## src/hdl/cdc_mux_pkg.sv

```systemverilog
package cdc_mux_pkg;

   // lane count and the tag width that addresses them
   localparam int NUM_LANES = 4;
   localparam int CHAN_W = $clog2(NUM_LANES);

   // payload width, the same on both clock domains
   localparam int DATA_W = 16;

   // per-lane storage, 2**ADDR_W entries
   localparam int ADDR_W = 3;
   localparam int LANE_DEPTH = 1 << ADDR_W;

   // beat entering the write domain
   typedef struct packed {
      logic [CHAN_W-1:0] chan;
      logic [DATA_W-1:0] data;
   } wr_beat_t;

   // word held inside a lane, the tag is implied by the lane
   typedef struct packed {
      logic [DATA_W-1:0] data;
   } lane_word_t;

   // beat leaving the read domain, tag restored from the grant
   typedef struct packed {
      logic [CHAN_W-1:0] chan;
      logic [DATA_W-1:0] data;
   } rd_beat_t;

   // output arbiter states
   typedef enum logic [1:0] {
      ARB_SCAN = 2'd0,
      ARB_HOLD = 2'd1
   } arb_state_e;

endpackage

```

## src/hdl/lane_dispatch.sv

```systemverilog
module lane_dispatch (
   input  logic                                  w_clk_i,
   input  logic                                  rst_n_i,
   input  logic                                  in_valid_i,
   input  cdc_mux_pkg::wr_beat_t                 in_beat_i,
   output logic                                  in_ready_o,
   input  logic [cdc_mux_pkg::NUM_LANES-1:0]     full_i,
   output logic [cdc_mux_pkg::NUM_LANES-1:0]     push_o,
   output cdc_mux_pkg::lane_word_t               push_word_o
);

   cdc_mux_pkg::wr_beat_t beat_q;
   logic                  valid_q;
   logic                  push_any;

   // decode the held channel into one strobe, only for a lane with room
   always_comb begin
      for (int k = 0; k < cdc_mux_pkg::NUM_LANES; k++) begin
         push_o[k] = valid_q && (int'(beat_q.chan) == k) && !full_i[k];
      end
   end

   assign push_any = |push_o;

   // register is free when empty or draining this cycle
   assign in_ready_o = !valid_q || push_any;

   assign push_word_o.data = beat_q.data;

   always_ff @(posedge w_clk_i or negedge rst_n_i) begin
      if (!rst_n_i) begin
         valid_q <= 1'b0;
      end else if (in_ready_o) begin
         valid_q <= in_valid_i;
      end
   end

   always_ff @(posedge w_clk_i) begin
      if (in_ready_o && in_valid_i) begin
         beat_q <= in_beat_i;
      end
   end

endmodule

```

## config.mk

```make
export PLATFORM = sky130hd
export DESIGN_NAME = lane_dispatch
export DESIGN_NICKNAME = d
export VERILOG_FILES = /design/src/hdl/cdc_mux_pkg.sv /design/src/hdl/lane_dispatch.sv
export SDC_FILE = /design/constraint.sdc
export NUM_CORES = 1
export LEC_CHECK = 0
export BUFFER_PORTS_ARGS = -buffer_cell sky130_fd_sc_hd__buf_2
export CAP_MARGIN = 25
export CORE_MARGIN = 5
export CORE_UTILIZATION = 44
export CTS_CLUSTER_SIZE = 12
export DETAILED_ROUTE_END_ITERATION = 7
export MAX_ROUTING_LAYER = met4
export PLACE_DENSITY = 0.82
export SETUP_SLACK_MARGIN = 0.02
export SLEW_MARGIN = 20
export SYNTH_ARGS = -nofsm -noshare
export SYNTH_HDL_FRONTEND = slang
export SYNTH_SLANG_ARGS = --single-unit
```

## constraint.sdc

```tcl
create_clock -name w_clk_i -period 3.85 [get_ports w_clk_i]
set_input_delay 0.77 -clock w_clk_i [delete_from_list [all_inputs] [get_ports w_clk_i]]
set_output_delay 0.77 -clock w_clk_i [all_outputs]
set_load 0.1 [all_outputs]
```

Word level (Yosys, flattened, before mapping). Cells that the tools add are included. Widths: inputs -> output; s select.

Equal/unequal tests: 3. Reductions and logical operators: 17.

Operators with widths (count): $logic_and 1x1->1 (9); $logic_not 1->1 (5); $eq 2x2->1 const B (2); $reduce_or 4->1 (1); $eq 2x1->1 const B (1); $logic_not 2->1 (1); $logic_or 1x1->1 (1).

Bits in registers: 19. Input port bits: 25. Logic and storage cells: 23.

Depth between registers and ports, before layout.
Depth after elaboration: 6. Depth in mapped cells: 2. Gate-level depth less buffers: 2.

Worst setup path after synthesis. No wires, ideal clock.

Path type: in2out. Start point: in full_i[3] (netlist bit). End point: out push_o[3] (netlist bit). Arrival time: 2.982 ns. Data required time: 3.080 ns. Setup slack: 0.098 ns. Cell stages on the path: 1. Buffers on the path: 0. Cell sequence: nor3b_1.

Word-level cells in the longest chain between the ends: 2.

RTL lines: start, declared (line lane_dispatch.sv:7) `input logic [cdc_mux_pkg::NUM_LANES-1:0] full_i,`; $logic_not 1->1 (line lane_dispatch.sv:19) `push_o[k] = valid_q && (int'(beat_q.chan) == k) && !full_i[k];`; $logic_and 1x1->1 (line lane_dispatch.sv:19); end, declared (line lane_dispatch.sv:8) `output logic [cdc_mux_pkg::NUM_LANES-1:0] push_o,`.

No other way between the ends.

Worst setup path in the final report.
Start point: in full_i[3] (netlist bit). End point: out in_ready_o.

Word-level cells in the longest chain between the ends: 4.

RTL lines: $logic_not 1->1 (line lane_dispatch.sv:19); $logic_and 1x1->1 (line lane_dispatch.sv:19); $reduce_or 4->1 (line lane_dispatch.sv:23) `assign push_any = |push_o;`; $logic_or 1x1->1 (line lane_dispatch.sv:26) `assign in_ready_o = !valid_q || push_any;`; end, declared (line lane_dispatch.sv:6) `output logic in_ready_o,`.

No other way between the ends.

==> results.cfg <==
[run_status]
status = finished clean

[grt]
grt_pass1_vias = 477
grt-ovfl-total = 0
use_met2 = 0.169
grtUsageMet1 = 0.100
busiest_layer = met2
grt.total_usage = 0.100
grt.met3_usage = 0.0372
antenna_found_initial = 0
grt_max_degree = 19
grt_pass1_wl_um = 1820

[power]
power.density_nw_per_um2 = 527
cellLeakagePower_nw = 0.412
peakVddDrop_uv = 283

[clock_tree]
cts-htree-levels = 1
cts_buffer_depth = 2
cts_tree = built
cts_sinks = 19
root_buffer = clkbuf_4
clk_latency_ps = 280
cts_setup_buffers = 0
hold_buffers = 0
clk_pin_slew_ps = 90
cts_made_buffers = 3
cts_resized = 0

[setup_path]
crit_type = in2out
critical_path_arrival_ps = 1700
cpMostUsedCell = buf_2
crit_start = full_i[3]
timing.rr.start = beat_q[17]
crit_fanout = 3
worstPathCellList = buf_2, mux2i_1, o22a_2, buf_2
ff2ff_path_depth = 2
critPathMaxStageDelay_ps = 410
required_ps = 3080
worst_setup_path_end_kind = output port
slowest_stage = buf_2
start_kind = input pin

[floorplanning]
fp-row-count = 15
start_util = 0.453
design.core.area_um2 = 1710
dieArea_um2 = 2700
die_w_um = 52.0
die_h_um = 52.0
io_pins = 46

[logic_synthesis]
postSynthAreaPerCell_um2 = 16.5
synth.area.top_cells = edfxtp_1 (70%), buf_4 (16%), dfrtp_1 (3.2%)
ys_seq_area_frac = 0.730
ys_ff_latch = 19
syn_nets = 72
synth_cell_types = 12
ys.flop_type = edfxtp_1
synthTopCellsByCount = edfxtp_1 (18), buf_4 (16), mux2i_1 (2), nor3_1 (2), nor3b_1 (2)
yosysTopAreaCellShare = 0.698
yosys_warnings = 0
synth_most_common_cell = edfxtp_1
synth-edff-count = 18
synthesis.area_um2 = 774
netlist_instances = 47
synthArstFlopShare = 0.0526
yosysTopAreaCell = edfxtp_1

[timing]
drv_slew = 0
rsz0062_at_grt = false
setup_ws_ps = 1380
finalCritPeriodShare = 0.643
setup_viol = 0
maxSlewHeadroom = 0.452
fin_setup_tns_ps = 0
hold-worst-slack_ps = 242
worst_pin_slew_ps = 822
period_minus_slack_ps = 2470
skew_ps = 2.81
fmax_ghz = 0.404
finalHoldViolations = 0

[placed_design]
hpwl_um = 1070
io_buffers = 45
finalWeightedCongestion = 0.708
post-place-ws_ps = 1390
placed_area_um2 = 911

[routing]
first_pass_iters = 4
avgViaCountPerCell = 4.51
antenna_left = 0
drt-initial-drc-count = 14
wirelength_um = 1320
drc = 0
wl_per_cell_um = 12.5
vias = 474

[cells_and_area]
design_area_um2 = 937
n_fill_cell = 150
synthToLayoutAreaGrowth_pct = 21.0
utilization = 0.549
final_layout_size_suffix_gt1_frac = 0.613
num-nets-final = 106
antenna_cells = 0

[hold_path]
hold_class = in2async

[run]
cap_violations = 0
## cell families (layout without fill, tap and decap cells)
group,Yosys count,count (layout),synth area share
DFF,19,19,0.730
muxes,2,2,0.0258
AOI/OAI and AO/OA,3,3,0.0388
and+or+nand+nor,6,6,0.0452
buffers and inverters,17,50,0.160
## final cells by class
class / instances / area [um^2] / share of cell area
inverter: 1 / 3.75 / 0.00401
sequential: 19 / 566 / 0.603
clock buffer: 4 / 26.3 / 0.0280
timing repair buffer: 45 / 225 / 0.240
tap: 25 / 31.3 / 0.0334
multi-input combinational: 11 / 85.1 / 0.0908
## report_power, final
group          total (W)  switching (W)  leakage, nW  internal (W)
sequential      0.000249     0.00000432        0.183      0.000244
clock          0.0000941      0.0000539       0.0150     0.0000402
combinational   0.000151       0.000128        0.215     0.0000230
total           0.000494       0.000186        0.412      0.000308
## sequential cells by signal (all words and copies together) (netlist names)
register and flops:
push_word_o 16, beat_q 2, valid_q 1
## worst paths after layout
check	slack, ps	endpoint
max	1380	in_ready_o
min	240	valid_q
max reg2reg	1910	push_word_o[3]
min reg2reg	670	valid_q
max in group asynchronous	3530	valid_q
min in group w_clk_i	650	beat_q[17]
## placed cells by master (no fill, tap or decap), drive strengths merged
cell    instances
buf            45
edfxtp         18
clkbuf          4
nor3b           2
nor3            2
mux2i           2
nand2b          1
nand2           1
o22a            1
o221a           1
inv             1
o221ai          1
dfrtp           1
## routing by layer
layer | part of all wire | wire length, um
met2 | 0.51 | 666
met1 | 0.37 | 485
met4 | 0 | 0
met3 | 0.12 | 164
met5 | 0 | 0
## worst max-delay path, delay by kind of cell
family | cells | cell delay, ps
AOI/OAI and AO/OA | 1 | 190
buffers and inverters | 2 | 510
muxes | 1 | 230
## metrics by stage
stage                     power, W  cells
after floorplan           0.000391     47
after CTS                 0.000499    105
final                     0.000494    105
after global routing      0.000516    105
after detailed placement  0.000405    101
after global placement    0.000403    101
(Power assumes the default switching activity.)
